<file path="src/hdl/rgbw_macros.svh">
// ~~~~~~~~~~~~~~~~~~~~~~~~~~~~~~
// build constants for the RGBW dimmer
// include in any module or testbench file that needs frame, PWM or sync sizing
// ~~~~~~~~~~~~~~~~~~~~~~~~~~~~~~

`ifndef RGBW_MACROS_SVH
`define RGBW_MACROS_SVH

// bytes per SPI frame
// mode, intensity, red, green, blue, white
`define RGBW_FRAME_BYTES 6

// clk cycles per PWM counter step
// one PWM period is 255 of these ticks
`define RGBW_PWM_DIV 4

// flops in each SPI input synchroniser
// two is the minimum for metastability settling
`define RGBW_SYNC_STAGES 2

`endif

</file>
<file path="src/hdl/rgbw_pkg.sv">
// ~~~~~~~~~~~~~~~~~~~~~~~~~~~~~~
// shared types for the RGBW dimmer
// committed frame, duty set, LED pins and mode codes
// ~~~~~~~~~~~~~~~~~~~~~~~~~~~~~~

package rgbw_pkg;

    // mode byte decode
    // any value not listed here turns the LEDs off
    typedef enum logic [7:0] {
        MODE_DIRECT = 8'd0,
        MODE_SCALED = 8'd1
    } rgbw_mode_e;

    // one complete frame, first byte on the wire at the top
    // mode kept as a raw byte since off covers every other code
    typedef struct packed {
        logic [7:0] mode;
        logic [7:0] intensity;
        logic [7:0] red;
        logic [7:0] green;
        logic [7:0] blue;
        logic [7:0] white;
    } rgbw_cfg_t;

    // per-channel PWM duty
    // 0 always low, 255 always high
    typedef struct packed {
        logic [7:0] r;
        logic [7:0] g;
        logic [7:0] b;
        logic [7:0] w;
    } duty_t;

    // LED drive pins
    typedef struct packed {
        logic r;
        logic g;
        logic b;
        logic w;
    } led_pins_t;

endpackage

</file>
<file path="src/hdl/spi_byte_rx.sv">
// ~~~~~~~~~~~~~~~~~~~~~~~~~~~~~~
// SPI mode-0 slave receiver, oversampled on clk
// delivers MSB-first bytes with a one-cycle rx_valid strobe
// ~~~~~~~~~~~~~~~~~~~~~~~~~~~~~~

`timescale 1ns/1ns
`include "rgbw_macros.svh"

module spi_byte_rx (
    input  logic       clk,
    input  logic       rst_n,
    input  logic       sck,
    input  logic       cs_n,
    input  logic       mosi,
    output logic [7:0] rx_byte,
    output logic       rx_valid,
    output logic       cs_idle
);

    localparam int SYNC_N = `RGBW_SYNC_STAGES;

    // synchroniser chains, input enters at bit 0
    logic [SYNC_N-1:0] sck_sync;
    logic [SYNC_N-1:0] cs_sync;
    logic [SYNC_N-1:0] mosi_sync;
    logic              sck_prev;
    logic              sck_rise;
    // first seven bits of the byte in flight
    logic [6:0]        shift;
    logic [2:0]        bit_cnt;

    always_ff @(posedge clk) begin
        if (!rst_n) begin
            sck_sync  <= '0;
            // chip select idles high
            cs_sync   <= '1;
            mosi_sync <= '0;
            sck_prev  <= 1'b0;
        end else begin
            sck_sync  <= {sck_sync[SYNC_N-2:0], sck};
            cs_sync   <= {cs_sync[SYNC_N-2:0], cs_n};
            mosi_sync <= {mosi_sync[SYNC_N-2:0], mosi};
            sck_prev  <= sck_sync[SYNC_N-1];
        end
    end

    assign cs_idle = cs_sync[SYNC_N-1];

    // sample point, only inside a selected frame
    assign sck_rise = sck_sync[SYNC_N-1] & ~sck_prev & ~cs_idle;

    // bit counter and strobe
    always_ff @(posedge clk) begin
        if (!rst_n) begin
            bit_cnt  <= '0;
            rx_valid <= 1'b0;
        end else begin
            rx_valid <= 1'b0;
            if (cs_idle) begin
                // drops any partial byte
                bit_cnt <= '0;
            end else if (sck_rise) begin
                bit_cnt <= bit_cnt + 3'd1;
                if (bit_cnt == 3'd7) begin
                    rx_valid <= 1'b1;
                end
            end
        end
    end

    // data path, MSB arrives first
    always_ff @(posedge clk) begin
        if (sck_rise) begin
            shift <= {shift[5:0], mosi_sync[SYNC_N-1]};
            if (bit_cnt == 3'd7) begin
                rx_byte <= {shift, mosi_sync[SYNC_N-1]};
            end
        end
    end

endmodule

</file>
<file path="src/hdl/rgbw_frame_regs.sv">
// ~~~~~~~~~~~~~~~~~~~~~~~~~~~~~~
// frame register block for the colour path
// stages SPI bytes by position, commits cfg only on a full frame
// ~~~~~~~~~~~~~~~~~~~~~~~~~~~~~~

`timescale 1ns/1ns
`include "rgbw_macros.svh"

module rgbw_frame_regs (
    input  logic                clk,
    input  logic                rst_n,
    input  logic [7:0]          rx_byte,
    input  logic                rx_valid,
    input  logic                cs_idle,
    output rgbw_pkg::rgbw_cfg_t cfg,
    output logic                cfg_update,
    output logic [3:0]          byte_cnt
);

    import rgbw_pkg::*;

    localparam logic [3:0] FRAME_LEN = 4'(`RGBW_FRAME_BYTES);

    // bytes of the frame in progress
    rgbw_cfg_t shadow;
    rgbw_cfg_t shadow_nxt;
    logic      take_byte;
    logic      last_byte;

    // extra bytes past the frame length fall through here
    assign take_byte = rx_valid && !cs_idle && (byte_cnt < FRAME_LEN);
    assign last_byte = take_byte && (byte_cnt == FRAME_LEN - 4'd1);

    // steer the incoming byte into its field
    always_comb begin
        shadow_nxt = shadow;
        case (byte_cnt)
            4'd0:    shadow_nxt.mode      = rx_byte;
            4'd1:    shadow_nxt.intensity = rx_byte;
            4'd2:    shadow_nxt.red       = rx_byte;
            4'd3:    shadow_nxt.green     = rx_byte;
            4'd4:    shadow_nxt.blue      = rx_byte;
            4'd5:    shadow_nxt.white     = rx_byte;
            default: shadow_nxt = shadow;
        endcase
    end

    always_ff @(posedge clk) begin
        if (take_byte) begin
            shadow <= shadow_nxt;
        end
    end

    // counter and commit
    always_ff @(posedge clk) begin
        if (!rst_n) begin
            byte_cnt   <= '0;
            cfg        <= '0;
            cfg_update <= 1'b0;
        end else begin
            cfg_update <= 1'b0;
            if (cs_idle) begin
                // short frame never reaches the commit
                byte_cnt <= '0;
            end else if (take_byte) begin
                // holds at frame length until deselect
                byte_cnt <= byte_cnt + 4'd1;
            end
            if (last_byte) begin
                // whole frame lands in one edge
                cfg        <= shadow_nxt;
                cfg_update <= 1'b1;
            end
        end
    end

endmodule

</file>
<file path="src/hdl/color_scaler.sv">
// ~~~~~~~~~~~~~~~~~~~~~~~~~~~~~~
// colour scaler, committed frame to four PWM duties
// one shift-add multiplier walks r, g, b, w in scaled mode
// ~~~~~~~~~~~~~~~~~~~~~~~~~~~~~~

`timescale 1ns/1ns

module color_scaler (
    input  logic                clk,
    input  logic                rst_n,
    input  rgbw_pkg::rgbw_cfg_t cfg,
    input  logic                cfg_update,
    output rgbw_pkg::duty_t     duty,
    output logic                duty_update
);

    import rgbw_pkg::*;

    logic        busy;
    // channel 0..3 is r, g, b, w
    logic [1:0]  ch;
    // step 0 loads, steps 1..8 add and shift
    logic [3:0]  step;
    logic [15:0] acc;
    logic [15:0] acc_nxt;
    logic [7:0]  mcand;
    logic [7:0]  mplier;
    logic [7:0]  colour;
    // finished upper bytes, oldest channel on top
    logic [23:0] partial;

    always_comb begin
        case (ch)
            2'd0:    colour = cfg.red;
            2'd1:    colour = cfg.green;
            2'd2:    colour = cfg.blue;
            default: colour = cfg.white;
        endcase
    end

    // multiplier MSB first, accumulator doubles each step
    assign acc_nxt = {acc[14:0], 1'b0} + (mplier[7] ? {8'd0, mcand} : 16'd0);

    // sequencing and result write
    always_ff @(posedge clk) begin
        if (!rst_n) begin
            busy        <= 1'b0;
            ch          <= '0;
            step        <= '0;
            duty        <= '0;
            duty_update <= 1'b0;
        end else begin
            duty_update <= 1'b0;
            if (cfg_update) begin
                // newest frame always restarts the sequence
                ch   <= '0;
                step <= '0;
                case (cfg.mode)
                    MODE_DIRECT: begin
                        busy        <= 1'b0;
                        duty        <= {cfg.red, cfg.green, cfg.blue, cfg.white};
                        duty_update <= 1'b1;
                    end
                    MODE_SCALED: begin
                        busy <= 1'b1;
                    end
                    default: begin
                        // off
                        busy        <= 1'b0;
                        duty        <= '0;
                        duty_update <= 1'b1;
                    end
                endcase
            end else if (busy) begin
                if (step == 4'd8) begin
                    step <= '0;
                    ch   <= ch + 2'd1;
                    if (ch == 2'd3) begin
                        // white is the last product, all four go out together
                        busy        <= 1'b0;
                        duty        <= {partial, acc_nxt[15:8]};
                        duty_update <= 1'b1;
                    end
                end else begin
                    step <= step + 4'd1;
                end
            end
        end
    end

    // multiplier data path
    always_ff @(posedge clk) begin
        if (busy) begin
            if (step == 4'd0) begin
                acc    <= '0;
                mcand  <= colour;
                mplier <= cfg.intensity;
            end else begin
                acc    <= acc_nxt;
                mplier <= {mplier[6:0], 1'b0};
            end
            if (step == 4'd8) begin
                // keep only the upper byte of the product
                partial <= {partial[15:0], acc_nxt[15:8]};
            end
        end
    end

endmodule

</file>
<file path="src/hdl/pwm_gen.sv">
// ~~~~~~~~~~~~~~~~~~~~~~~~~~~~~~
// four-channel PWM generator with prescaler
// new duties take effect at the next period start
// ~~~~~~~~~~~~~~~~~~~~~~~~~~~~~~

`timescale 1ns/1ns
`include "rgbw_macros.svh"

module pwm_gen (
    input  logic                clk,
    input  logic                rst_n,
    input  rgbw_pkg::duty_t     duty,
    input  logic                duty_update,
    output rgbw_pkg::led_pins_t led
);

    import rgbw_pkg::*;

    localparam int DIV = `RGBW_PWM_DIV;
    localparam int PW  = (DIV > 1) ? $clog2(DIV) : 1;

    logic [PW-1:0] presc;
    logic          tick;
    // period counter 0..254
    logic [7:0]    cnt;
    // latest duty waiting for the period start
    duty_t         pending;
    // duties used by the comparators this period
    duty_t         shadow;

    assign tick = (presc == PW'(DIV - 1));

    always_ff @(posedge clk) begin
        if (!rst_n) begin
            presc   <= '0;
            cnt     <= '0;
            pending <= '0;
            shadow  <= '0;
            led     <= '0;
        end else begin
            presc <= tick ? '0 : presc + 1'b1;
            if (duty_update) begin
                pending <= duty;
            end
            if (tick) begin
                if (cnt == 8'd254) begin
                    cnt    <= '0;
                    shadow <= pending;
                end else begin
                    cnt <= cnt + 8'd1;
                end
            end
            // high while below duty, 255 never drops
            led.r <= (cnt < shadow.r);
            led.g <= (cnt < shadow.g);
            led.b <= (cnt < shadow.b);
            led.w <= (cnt < shadow.w);
        end
    end

endmodule

</file>
<file path="src/hdl/rgbw_controller_top.sv">
// ~~~~~~~~~~~~~~~~~~~~~~~~~~~~~~
// top level of the SPI-driven RGBW LED dimmer
// SPI receiver, frame registers, colour scaler and PWM in one clk domain
// ~~~~~~~~~~~~~~~~~~~~~~~~~~~~~~

`timescale 1ns/1ns

module rgbw_controller_top (
    input  logic                clk,
    input  logic                rst_n,
    input  logic                sck,
    input  logic                cs_n,
    input  logic                mosi,
    output rgbw_pkg::led_pins_t led,
    output logic [3:0]          byte_cnt
);

    import rgbw_pkg::*;

    // receiver to frame registers
    logic [7:0] rx_byte;
    logic       rx_valid;
    logic       cs_idle;
    // frame registers to scaler
    rgbw_cfg_t  cfg;
    logic       cfg_update;
    // scaler to PWM
    duty_t      duty;
    logic       duty_update;

    spi_byte_rx u_spi_rx (
        .clk      (clk),
        .rst_n    (rst_n),
        .sck      (sck),
        .cs_n     (cs_n),
        .mosi     (mosi),
        .rx_byte  (rx_byte),
        .rx_valid (rx_valid),
        .cs_idle  (cs_idle)
    );

    rgbw_frame_regs u_frame_regs (
        .clk        (clk),
        .rst_n      (rst_n),
        .rx_byte    (rx_byte),
        .rx_valid   (rx_valid),
        .cs_idle    (cs_idle),
        .cfg        (cfg),
        .cfg_update (cfg_update),
        .byte_cnt   (byte_cnt)
    );

    color_scaler u_scaler (
        .clk         (clk),
        .rst_n       (rst_n),
        .cfg         (cfg),
        .cfg_update  (cfg_update),
        .duty        (duty),
        .duty_update (duty_update)
    );

    pwm_gen u_pwm (
        .clk         (clk),
        .rst_n       (rst_n),
        .duty        (duty),
        .duty_update (duty_update),
        .led         (led)
    );

endmodule

</file>
<file path="config.mk">
export PLATFORM = sky130hd
export DESIGN_NAME = rgbw_controller_top
export DESIGN_NICKNAME = d
export VERILOG_FILES = /design/src/hdl/rgbw_pkg.sv /design/src/hdl/spi_byte_rx.sv /design/src/hdl/rgbw_frame_regs.sv /design/src/hdl/color_scaler.sv /design/src/hdl/pwm_gen.sv /design/src/hdl/rgbw_controller_top.sv
export VERILOG_INCLUDE_DIRS = /design/src /design/src/hdl
export SDC_FILE = /design/constraint.sdc
export NUM_CORES = 1
export LEC_CHECK = 0
export BUFFER_PORTS_ARGS = -buffer_cell sky130_fd_sc_hd__buf_4
export CORE_ASPECT_RATIO = 0.6
export CORE_MARGIN = 4
export CORE_UTILIZATION = 40
export CTS_BUF_LIST = sky130_fd_sc_hd__clkbuf_16
export DETAILED_ROUTE_END_ITERATION = 10
export GPL_ROUTABILITY_DRIVEN = 0
export HOLD_SLACK_MARGIN = 0.12
export PLACE_DENSITY = 0.52
export SYNTH_ARGS = -nofsm -noshare
export SYNTH_HDL_FRONTEND = slang
export SYNTH_HIERARCHICAL = 1
export SYNTH_SLANG_ARGS = --single-unit
</file>
<file path="constraint.sdc">
create_clock -name clk -period 4.4 [get_ports clk]
set_clock_uncertainty 0.1 [all_clocks]
set_input_delay 0.44 -clock clk [delete_from_list [all_inputs] [get_ports clk]]
set_output_delay 0.44 -clock clk [all_outputs]
set_load 0.01 [all_outputs]
</file>
==> results of run 1 <==
cells in the mapped netlist (all sizes together), types with 27 or more instances:
master,instances,area share
mux2i,85,0.063
nor2,79,0.023
inv,52,0.014
a21o,27,0.015
dfxtp,182,0.27
mux2,47,0.044
o21ai,37,0.015
a21oi,46,0.018
edfxtp,110,0.24
nor3b,31,0.024
clkbuf,40,0.013
buf,42,0.025
ha,50,0.046
nand2,97,0.027
repair_timing:
item / CTS / global route
buffers inserted: 0 / 0
endpoints found under the setup margin: 0 / 0
endpoints found under the hold margin: 3 / 0
hold buffers: 3 / 0
metal layers:
metal	up-vias	routed length (um)	global-route usage
met4	0	482	0.0294
met2	191	11600	0.208
met1	4363	18200	0.294
li1	4287	-	-
met5	-	0	0
met3	38	1900	0.0425
cell families (layout without fill, tap and decap cells):
| logic type | Yosys count | in the layout | synth area share |
|---|---|---|---|
| flops | 292 | 292 | 0.514 |
| fa+ha+maj | 51 | 51 | 0.0478 |
| simple gates | 315 | 315 | 0.127 |
| compound gates | 239 | 239 | 0.140 |
| buf+inv | 137 | 137 | 0.0543 |
| mux | 132 | 132 | 0.107 |
| xor+xnor | 15 | 15 | 0.00972 |
critical path, cell delays in order (launching register included):
cell and delay, ns:
dfxtp_1 0.39, inv_1 0.06, ha_1 0.18, nor2b_2 0.16
nand3_2 0.14, clkinv_2 0.41, a21oi_2 0.42, a21o_1 0.61
buf_4 0.37, a221oi_2 0.06, nor3b_2 0.20
worst paths after layout:
kind	from	to	slack, ns
worst min-delay path	rst_n	u_frame_regs/cfg[21]$_SDFFE_PN0P_	0.21
worst max-delay path	u_scaler/step[0]$_SDFFE_PP0P_	u_scaler/duty[30]$_SDFFE_PN0P_	1.23
worst max register to register	u_scaler/step[0]$_SDFFE_PP0P_	u_scaler/duty[30]$_SDFFE_PN0P_	1.23
worst min register to register	u_spi_rx/cs_sync[0]$_SDFF_PN1_	u_spi_rx/cs_sync[1]$_SDFF_PN1_	0.30
area by class of cell:
type | instances | share of cell area
Inverter | 54 | 0.0139
Multi-Input combinational cell | 752 | 0.397
Timing Repair Buffer | 29 | 0.0161
Clock buffer | 30 | 0.0510
Clock inverter | 24 | 0.0113
Tap cell | 450 | 0.0382
Sequential cell | 292 | 0.472
sequential cells by signal, summed over array words and instances, names as in the netlist, 2 cells and up:
name and cells:
u_pwm/led 4, u_scaler/step 4, u_pwm/pending 32, u_spi_rx/mosi_sync 2, u_pwm/cnt 8, u_scaler/acc 15
u_pwm/presc 2, u_frame_regs/cfg 48, u_spi_rx/sck_sync 2, u_scaler/duty 32, u_scaler/partial 24, u_pwm/shadow 32
u_spi_rx/shift 7, u_frame_regs/byte_cnt 4, u_scaler/mplier 8, u_spi_rx/cs_sync 2, u_spi_rx/bit_cnt 3, u_spi_rx/rx_byte 8
u_scaler/mcand 8, u_frame_regs/shadow 40, u_scaler/ch 2
cells in the final DEF, fill, tap and decap left out, types with 6 or more instances in the layout:
| cell | Yosys | final |
|---|---|---|
| mux2_4 | 17 | 17 |
| a21boi_0 | 8 | 8 |
| a211oi_1 | 14 | 14 |
| edfxtp_1 | 110 | 110 |
| and3_1 | 7 | 7 |
| mux2i_1 | 85 | 85 |
| clkbuf_16 | 0 | 30 |
| nor3b_2 | 19 | 20 |
| nor2b_1 | 9 | 9 |
| o311a_1 | 24 | 24 |
| a221oi_2 | 19 | 19 |
| dfxtp_1 | 182 | 181 |
| nor2_1 | 77 | 77 |
| buf_4 | 2 | 25 |
| mux2_2 | 30 | 30 |
| o21ai_0 | 34 | 34 |
| nor3_1 | 11 | 11 |
| a222oi_1 | 8 | 8 |
| nor3b_1 | 12 | 11 |
| inv_1 | 52 | 62 |
| nand3_1 | 23 | 23 |
| xnor2_1 | 10 | 10 |
| a21o_1 | 26 | 26 |
| ha_1 | 50 | 50 |
| a221oi_1 | 6 | 6 |
| nand2_1 | 95 | 95 |
| o211ai_1 | 10 | 10 |
| and2_1 | 17 | 17 |
| a21oi_1 | 44 | 43 |
| nand4_1 | 6 | 6 |
| a31oi_1 | 8 | 8 |
| clkinv_1 | 1 | 7 |
power by group through the flow:
stage                     Combinational [uW]  Sequential (uW)  Clock [uW]
after CTS                                138             2830        2500
after global routing                     155             2830        2620
after global placement                   133             2890           0
after detailed placement                 135             2890           0
final                                    136             2830        2430
after floorplan                         96.4             2880           0
stage by stage:
step / hold slack, ns / area (um^2) / total power, uW
2_1_floorplan: 0.286 / 13500 / 2970
3_3_place_gp: 0.292 / 13800 / 3020
3_5_place_dp: 0.296 / 13800 / 3020
4_1_cts: 0.186 / 14700 / 5460
5_1_grt: 0.195 / 14700 / 5600
6_report: 0.210 / 14700 / 5390
==> impl_metrics.py, run 1 <==
metrics = {
    "detailed_routing": {
        "ant_nets": 0,
        "dr.pass1.iters": 6,
        "finalWirelength_um": 32200,
        "wl_per_cell_um": 19.7,
        "route.detailed.drc": 0,
        "vias": 8879,
        "drt_iter0_drc": 632,
        "vias_per_cell": 5.44,
    },
    "critical_path": {
        "criticalPathCategory": "flip-flop to flip-flop",
        "start_kind": "flip-flop",
        "endpoint_kind": "flip-flop",
        "path_max_fanout": 28,
        "arrival_ns": 3.57,
        "crit_required_ns": 4.80,
        "r2r_cells": 10,
    },
    "placed_design": {
        "dp_hpwl_um": 21800,
        "dp_slack_ns": 1.23,
        "portBuffers": 12,
        "placed_cells_incl_taps": 1574,
    },
    "clocking": {
        "cts_buffers": 29,
        "cts_buffer_depth": 3,
        "path_clk_slew_ns": 0.07,
        "cts-resized-gates": 0,
        "worst_skew_pair.late_latency_ns": 0.57,
        "cts_tree": "done",
        "cts-root-buf": "clkbuf_16",
        "htreeDepth": 1,
        "cts.sinks": 292,
    },
    "outcome": {
        "status": "finished, final reports clean",
    },
    "floorplan": {
        "coreArea_um2": 32900,
        "start_util": 0.411,
        "rows": 51,
        "die_h_um": 150,
        "fp.dieW_um": 245,
        "io_pins": 13,
        "dieArea_um2": 36900,
    },
    "power_and_ir_drop": {
        "leakagePower_uw": 0.00504,
        "netSwitchingFraction": 0.219,
        "vdd_drop_max_mv": 0.270,
        "p_clk_frac": 0.451,
        "p_per_area_nw_per_um2": 366,
        "combPwrFrac": 0.025,
        "p_int_uw": 4210,
        "p_sw_uw": 1180,
        "seqPwrFrac": 0.524,
    },
    "finish": {
        "nFillCells": 3089,
        "multi_input_area_um2": 5850,
        "final_cells": 1631,
        "num_antenna_cells": 0,
        "regArea_um2": 6950,
        "synthToLayoutAreaGrowth_pct": 8.93,
        "fin_util": 0.448,
        "nets": 1214,
        "drive_above_1_share": 0.149,
    },
    "yosys": {
        "synthCells": 1181,
        "yosysUniqueCellTypes": 88,
        "synth_area_per_cell_um2": 11.4,
        "netlist_area_um2": 13500,
        "synth_seq_area_share": 0.514,
        "yosys_warnings": 6,
        "ys_async_sr_fraction": 0,
        "syn_nets": 1237,
        "synth_edf_count": 110,
        "ys_seq_elements": 292,
        "synth_top_flop_cell": "dfxtp_1",
    },
    "global_routing": {
        "antenna_found_initial": 1,
        "grt_max_degree": 62,
        "grt_pass1_vias": 8108,
        "overflow": 0,
        "grtUsageTotal": 0.171,
        "grt_pass1_wl_um": 49700,
    },
    "timing": {
        "setup_viol": 0,
        "timing.final.crit_share": 0.721,
        "tightest_slew_ns": 1.03,
        "rsz0062_at_grt": "false",
        "fin_crit_ns": 3.17,
        "hold_violations": 0,
        "fmax_ghz": 0.315,
        "final.setup.worst_slack_ns": 1.23,
        "relSlewSlack": 0.311,
        "maxSlewViolCount": 0,
        "setup-tns-final_ns": 0,
    },
    "flow_run": {
        "max_cap_viol_count": 0,
    },
    "min_path": {
        "hold_path_depth": 2,
        "hold_path_class": "input pin to flip-flop",
    },
}
No activity file was read; power rests on OpenSTA's default activity.
==> run 2, diff against run 1 <==
==> constraint.sdc (replaced) <==
create_clock -name clk -period 3.2 [get_ports clk]
set_clock_uncertainty 0.1 [all_clocks]
set_input_delay 0.32 -clock clk [delete_from_list [all_inputs] [get_ports clk]]
set_output_delay 0.32 -clock clk [all_outputs]
set_load 0.01 [all_outputs]
==> run 2 against run 1 <==
  * Sequential share of layout area down 0.84 points
  * Non-clock buffer count up 13
  * Global-route usage down 0.066 points
  * Clock power up 58%
  * Core utilization up 0.81 points
  * Die area unchanged
  * Hold slack better by 0.11 ns
  * Largest cell class unchanged
  * Highest routed layer unchanged
==> impl_metrics.py, run 2 (synthesized netlist as in run 1, its figures left out) <==
metrics = {
    "floorplan": {
        "start_util": 0.411,
        "fp.dieW_um": 245,
        "rows": 51,
        "die_h_um": 150,
        "dieArea_um2": 36900,
        "coreArea_um2": 32900,
        "io_pins": 13,
    },
    "global_routing": {
        "antenna_found_initial": 0,
        "grt_pass1_wl_um": 49900,
        "grtUsageTotal": 0.171,
        "grt_max_degree": 85,
        "overflow": 0,
        "grt_pass1_vias": 8344,
    },
    "timing": {
        "fin_crit_ns": 2.81,
        "rsz0062_at_grt": "false",
        "fmax_ghz": 0.356,
        "timing.final.crit_share": 0.877,
        "hold_violations": 0,
        "hold_ws_ns": 0.316,
        "setup_viol": 0,
        "tightest_slew_ns": 1.01,
        "setup-tns-final_ns": 0,
        "maxSlewViolCount": 0,
        "relSlewSlack": 0.328,
    },
    "placed_design": {
        "portBuffers": 12,
        "placed_cells_incl_taps": 1584,
        "dp_hpwl_um": 21400,
    },
    "detailed_routing": {
        "wl_per_cell_um": 19.3,
        "vias": 8973,
        "drt_iter0_drc": 770,
        "ant_nets": 0,
        "vias_per_cell": 5.45,
        "route.detailed.drc": 0,
        "finalWirelength_um": 31800,
        "dr.pass1.iters": 5,
    },
    "power_and_ir_drop": {
        "combPwrFrac": 0.024,
        "p_per_area_nw_per_um2": 528,
        "seqPwrFrac": 0.491,
        "p_sw_uw": 1690,
        "netSwitchingFraction": 0.213,
        "vdd_drop_max_mv": 0.324,
        "p_clk_frac": 0.485,
        "p_int_uw": 6220,
        "leakagePower_uw": 0.00514,
    },
    "finish": {
        "most-common-layout-cells": "dfxtp_1 (181), edfxtp_1 (110), nand2_1 (95)",
        "reg_top3": "u_frame_regs/cfg x48, u_frame_regs/shadow x40",
        "layout_commonest_cell": "dfxtp_1",
        "final_cells": 1646,
        "num_antenna_cells": 0,
        "synthToLayoutAreaGrowth_pct": 10.9,
        "drive_above_1_share": 0.164,
        "top_register": "u_frame_regs/cfg",
        "largest_reg_flops": 48,
        "nets": 1228,
    },
    "critical_path": {
        "worst_setup_path_startpoint": "u_scaler/mplier[7]$_DFFE_PP_",
        "crit_required_ns": 3.50,
        "crit_end": "u_scaler/acc[11]$_SDFFCE_PP0P_",
        "criticalPathCategory": "flip-flop to flip-flop",
        "regToRegSetupSlack_ns": 0.39,
        "r2r_start": "u_scaler/mplier[7]$_DFFE_PP_",
        "arrival_ns": 3.11,
        "r2r_cells": 8,
        "path_max_fanout": 8,
        "start_kind": "flip-flop",
        "r2r_end": "u_scaler/acc[11]$_SDFFCE_PP0P_",
        "endpoint_kind": "flip-flop",
    },
    "clocking": {
        "cts_buffers": 30,
        "path_clk_slew_ns": 0.07,
        "cts-root-buf": "clkbuf_16",
        "cts-resized-gates": 0,
        "htreeDepth": 1,
        "cts_tree": "done",
        "worst_skew_pair.late_latency_ns": 0.57,
        "cts_buffer_depth": 3,
        "cts.sinks": 292,
    },
    "min_path": {
        "hp-start": "u_spi_rx/cs_sync[0]$_SDFF_PN1_",
        "hold_path_class": "flip-flop to flip-flop",
    },
    "flow_run": {
        "max_cap_viol_count": 0,
    },
    "outcome": {
        "status": "finished, final reports clean",
    },
}
## run 2: changes by cell type in the layout (fill, tap and decap cells not counted), sizes merged
cell         change
buf             +10
bufinv           +5
clkinv           +2
clkinvlp         +3
dlygate4sd3      +3
inv              -8
## run 2: final cells by class
type                            instances  area [um^2]
Sequential cell                       292         6950
Fill cell                            3065        17900
Clock buffer                           30          751
Inverter                               54          204
Clock inverter                         26          327
Multi-Input combinational cell        752         5850
Tap cell                              450          563
Timing Repair Buffer                   42          343
## run 2: worst min path at each step
stage                     slack [ns]                             end  cells past startpoint
after floorplan                 0.29  u_spi_rx/cs_sync[1]$_SDFF_PN1_                      1
after global placement          0.29  u_spi_rx/cs_sync[1]$_SDFF_PN1_                      1
after detailed placement        0.30  u_spi_rx/cs_sync[1]$_SDFF_PN1_                      1
after CTS                       0.32  u_spi_rx/cs_sync[1]$_SDFF_PN1_                      1
after global routing            0.32  u_spi_rx/cs_sync[1]$_SDFF_PN1_                      1
final                           0.32  u_spi_rx/cs_sync[1]$_SDFF_PN1_                      1
## run 2: routing by layer
metal | vias up | track usage | part of all wire
li1 | 4323 | - | -
met1 | 4387 | 0.295 | 0.56
met2 | 224 | 0.209 | 0.36
met3 | 39 | 0.0370 | 0.066
met4 | 0 | 0.0291 | 0.015
met5 | - | 0 | 0
## run 2: power by group through the flow
stage | clock (uW) | sequential [uW] | combinational (uW)
2_1_floorplan | 0 | 3950 | 133
3_3_place_gp | 0 | 3960 | 183
3_5_place_dp | 0 | 3970 | 184
4_1_cts | 3950 | 3880 | 192
5_1_grt | 4120 | 3880 | 216
6_report | 3830 | 3880 | 191
## run 2: critical path, stage by stage (launching register included)
cell	delay (ns)
edfxtp_1	0.46
and2_1	0.20
ha_1	0.23
fa_1	0.44
a211oi_1	0.38
nor2_2	0.14
o21ai_1	0.30
xnor2_1	0.17
a21boi_0	0.22
## run 2: per-stage QoR
step | util | cell area (um^2) | total power (uW) | setup slack, ns
6_report | 0.456 | 15000 | 7910 | 0.394
5_1_grt | 0.456 | 15000 | 8220 | 0.218
4_1_cts | 0.456 | 15000 | 8020 | 0.407
3_5_place_dp | 0.421 | 13800 | 4150 | 0.418
3_3_place_gp | 0.421 | 13800 | 4150 | 0.499
2_1_floorplan | - | 13500 | 4090 | 0.615
## run 2: what timing repair did
action	in CTS	in global routing
setup buffers	0	0
hold buffers	6	0
endpoints found under the hold margin	20	0
==> run 3, diff against run 2 <==
--- a/config.mk
+++ b/config.mk
@@ -15,6 +15,7 @@
 export GPL_ROUTABILITY_DRIVEN = 0
 export HOLD_SLACK_MARGIN = 0.12
 export PLACE_DENSITY = 0.52
+export RECOVER_POWER = 50
 export SYNTH_ARGS = -nofsm -noshare
 export SYNTH_HDL_FRONTEND = slang
 export SYNTH_HIERARCHICAL = 1
==> run 3 against run 2 <==
  * The run now ends with capacitance limit, slew limit left
  * Via count grew 0.35%
  * Die area is the same
  * Hold slack is essentially flat
  * Highest routed layer unchanged
==> impl_metrics.py, run 3 (synthesized netlist as in run 1, its figures left out) <==
metrics = {
    "global_routing": {
        "grt_max_degree": 85,
        "grt_pass1_wl_um": 49900,
        "overflow": 0,
        "grt_pass1_vias": 8344,
        "antenna_found_initial": 0,
        "grtUsageTotal": 0.171,
    },
    "timing": {
        "hold_ws_ns": 0.315,
        "fin_crit_ns": 2.83,
        "timing.final.crit_share": 0.885,
        "hold_violations": 0,
        "maxSlewViolCount": 63,
        "fmax_ghz": 0.353,
        "final.setup.worst_slack_ns": 0.367,
        "rsz0062_at_grt": "false",
        "setup_viol": 0,
        "setup-tns-final_ns": 0,
        "relSlewSlack": -0.253,
        "tightest_slew_ns": 1.88,
    },
    "detailed_routing": {
        "finalWirelength_um": 31700,
        "route.detailed.drc": 0,
        "vias_per_cell": 5.47,
        "drt_iter0_drc": 780,
        "dr.pass1.iters": 5,
        "ant_nets": 0,
        "wl_per_cell_um": 19.3,
        "vias": 9004,
    },
    "clocking": {
        "cts.sinks": 292,
        "cts_buffers": 30,
        "cts_setup_buffers": 0,
        "cts-root-buf": "clkbuf_16",
        "htreeDepth": 1,
        "cts_buffer_depth": 3,
        "worst_skew_pair.late_latency_ns": 0.57,
        "cts_tree": "done",
        "path_clk_slew_ns": 0.07,
    },
    "placed_design": {
        "placed_cells_incl_taps": 1584,
        "placed_area_um2": 13800,
        "dp_hpwl_um": 21400,
        "dp_slack_ns": 0.418,
        "portBuffers": 12,
    },
    "flow_run": {
        "max_cap_viol_count": 2,
    },
    "floorplan": {
        "fp.dieW_um": 245,
        "coreArea_um2": 32900,
        "rows": 51,
        "dieArea_um2": 36900,
        "io_pins": 13,
        "start_util": 0.411,
        "die_h_um": 150,
    },
    "power_and_ir_drop": {
        "p_per_area_nw_per_um2": 530,
        "vdd_drop_max_mv": 0.324,
        "seqPwrFrac": 0.492,
        "p_sw_uw": 1680,
        "leakagePower_uw": 0.00507,
        "p_int_uw": 6210,
        "netSwitchingFraction": 0.213,
        "p_clk_frac": 0.485,
        "combPwrFrac": 0.023,
    },
    "finish": {
        "num_antenna_cells": 0,
        "fin_area_um2": 14900,
        "most-common-layout-cells": "dfxtp_1 (182), edfxtp_1 (110), nand2_1 (96)",
        "largest_reg_flops": 48,
        "top_register": "u_frame_regs/cfg",
        "final_cells": 1646,
        "nets": 1228,
        "drive_above_1_share": 0.143,
        "layout_commonest_cell": "dfxtp_1",
        "reg_top3": "u_frame_regs/cfg x48, u_frame_regs/shadow x40",
        "synthToLayoutAreaGrowth_pct": 10.2,
    },
    "min_path": {
        "whs_endpoint": "u_spi_rx/cs_sync[1]$_SDFF_PN1_",
        "hp-start": "u_spi_rx/cs_sync[0]$_SDFF_PN1_",
        "hold_path_class": "flip-flop to flip-flop",
        "hold_path_depth": 1,
    },
    "critical_path": {
        "endpoint_kind": "flip-flop",
        "regToRegSetupSlack_ns": 0.37,
        "r2r_start": "u_scaler/mplier[7]$_DFFE_PP_",
        "criticalPathCategory": "flip-flop to flip-flop",
        "r2r_end": "u_scaler/acc[11]$_SDFFCE_PP0P_",
        "path_max_fanout": 8,
        "r2r_cells": 8,
        "crit_required_ns": 3.50,
        "arrival_ns": 3.13,
        "start_kind": "flip-flop",
    },
    "outcome": {
        "violations": "capacitance limit, slew limit",
        "status": "finished, violations left",
    },
}
## run 3: final cells by class
class                   count  area, um^2
multi-input cells         752        5820
flip-flops and latches    292        6950
well taps                 450         563
inverters                  54         204
repair buffers             42         289
clock inverters            26         327
clock buffers              30         751
fillers                  3085       18000
## run 3: layer usage
layer  up-vias  track usage  part of all wire
li1       4321            -                 -
met1      4413        0.295              0.55
met2       231        0.209              0.36
met3        39       0.0370             0.071
met4         0       0.0291             0.015
met5         -            0                 0
## run 3: worst max-delay path by stage
stage	startpoint	to	slack, ns	depth (start not counted)
6_report	u_scaler/mplier[7]$_DFFE_PP_	u_scaler/acc[11]$_SDFFCE_PP0P_	0.37	8
2_1_floorplan	u_frame_regs/byte_cnt[3]$_SDFFE_PP0P_	u_frame_regs/shadow[10]$_DFFE_PP_	0.61	3
3_3_place_gp	u_scaler/mplier[7]$_DFFE_PP_	u_scaler/acc[9]$_SDFFCE_PP0P_	0.50	8
4_1_cts	u_scaler/mplier[7]$_DFFE_PP_	u_scaler/acc[11]$_SDFFCE_PP0P_	0.41	8
3_5_place_dp	u_scaler/mplier[7]$_DFFE_PP_	u_scaler/acc[11]$_SDFFCE_PP0P_	0.42	8
5_1_grt	u_scaler/step[0]$_SDFFE_PP0P_	u_scaler/mplier[5]$_DFFE_PP_	0.20	6
## run 3: power groups by stage
stage | logic, uW | registers (uW) | clock network (uW)
floorplan | 133 | 3950 | 0
CTS | 192 | 3880 | 3950
finish | 182 | 3880 | 3830
global route | 207 | 3880 | 4120
global placement | 183 | 3960 | 0
detailed placement | 184 | 3970 | 0
## run 3: critical path: stages, from the launching register on
cell,delay (ns)
edfxtp_1,0.46
and2_1,0.20
ha_1,0.22
fa_1,0.44
a211oi_1,0.38
nor2_2,0.14
o21ai_1,0.31
xnor2_1,0.18
a21boi_0,0.23
## run 3: per-stage QoR
step,power [uW],utilization
floorplan,4090,-
global placement,4150,0.421
detailed placement,4150,0.421
CTS,8020,0.456
global route,8210,0.453
finish,7890,0.453
## run 3: timing repair
action                                 in CTS  in global routing
hold buffers                                6                  0
endpoints found under the hold margin      20                  0
gates resized for setup                     0                  0
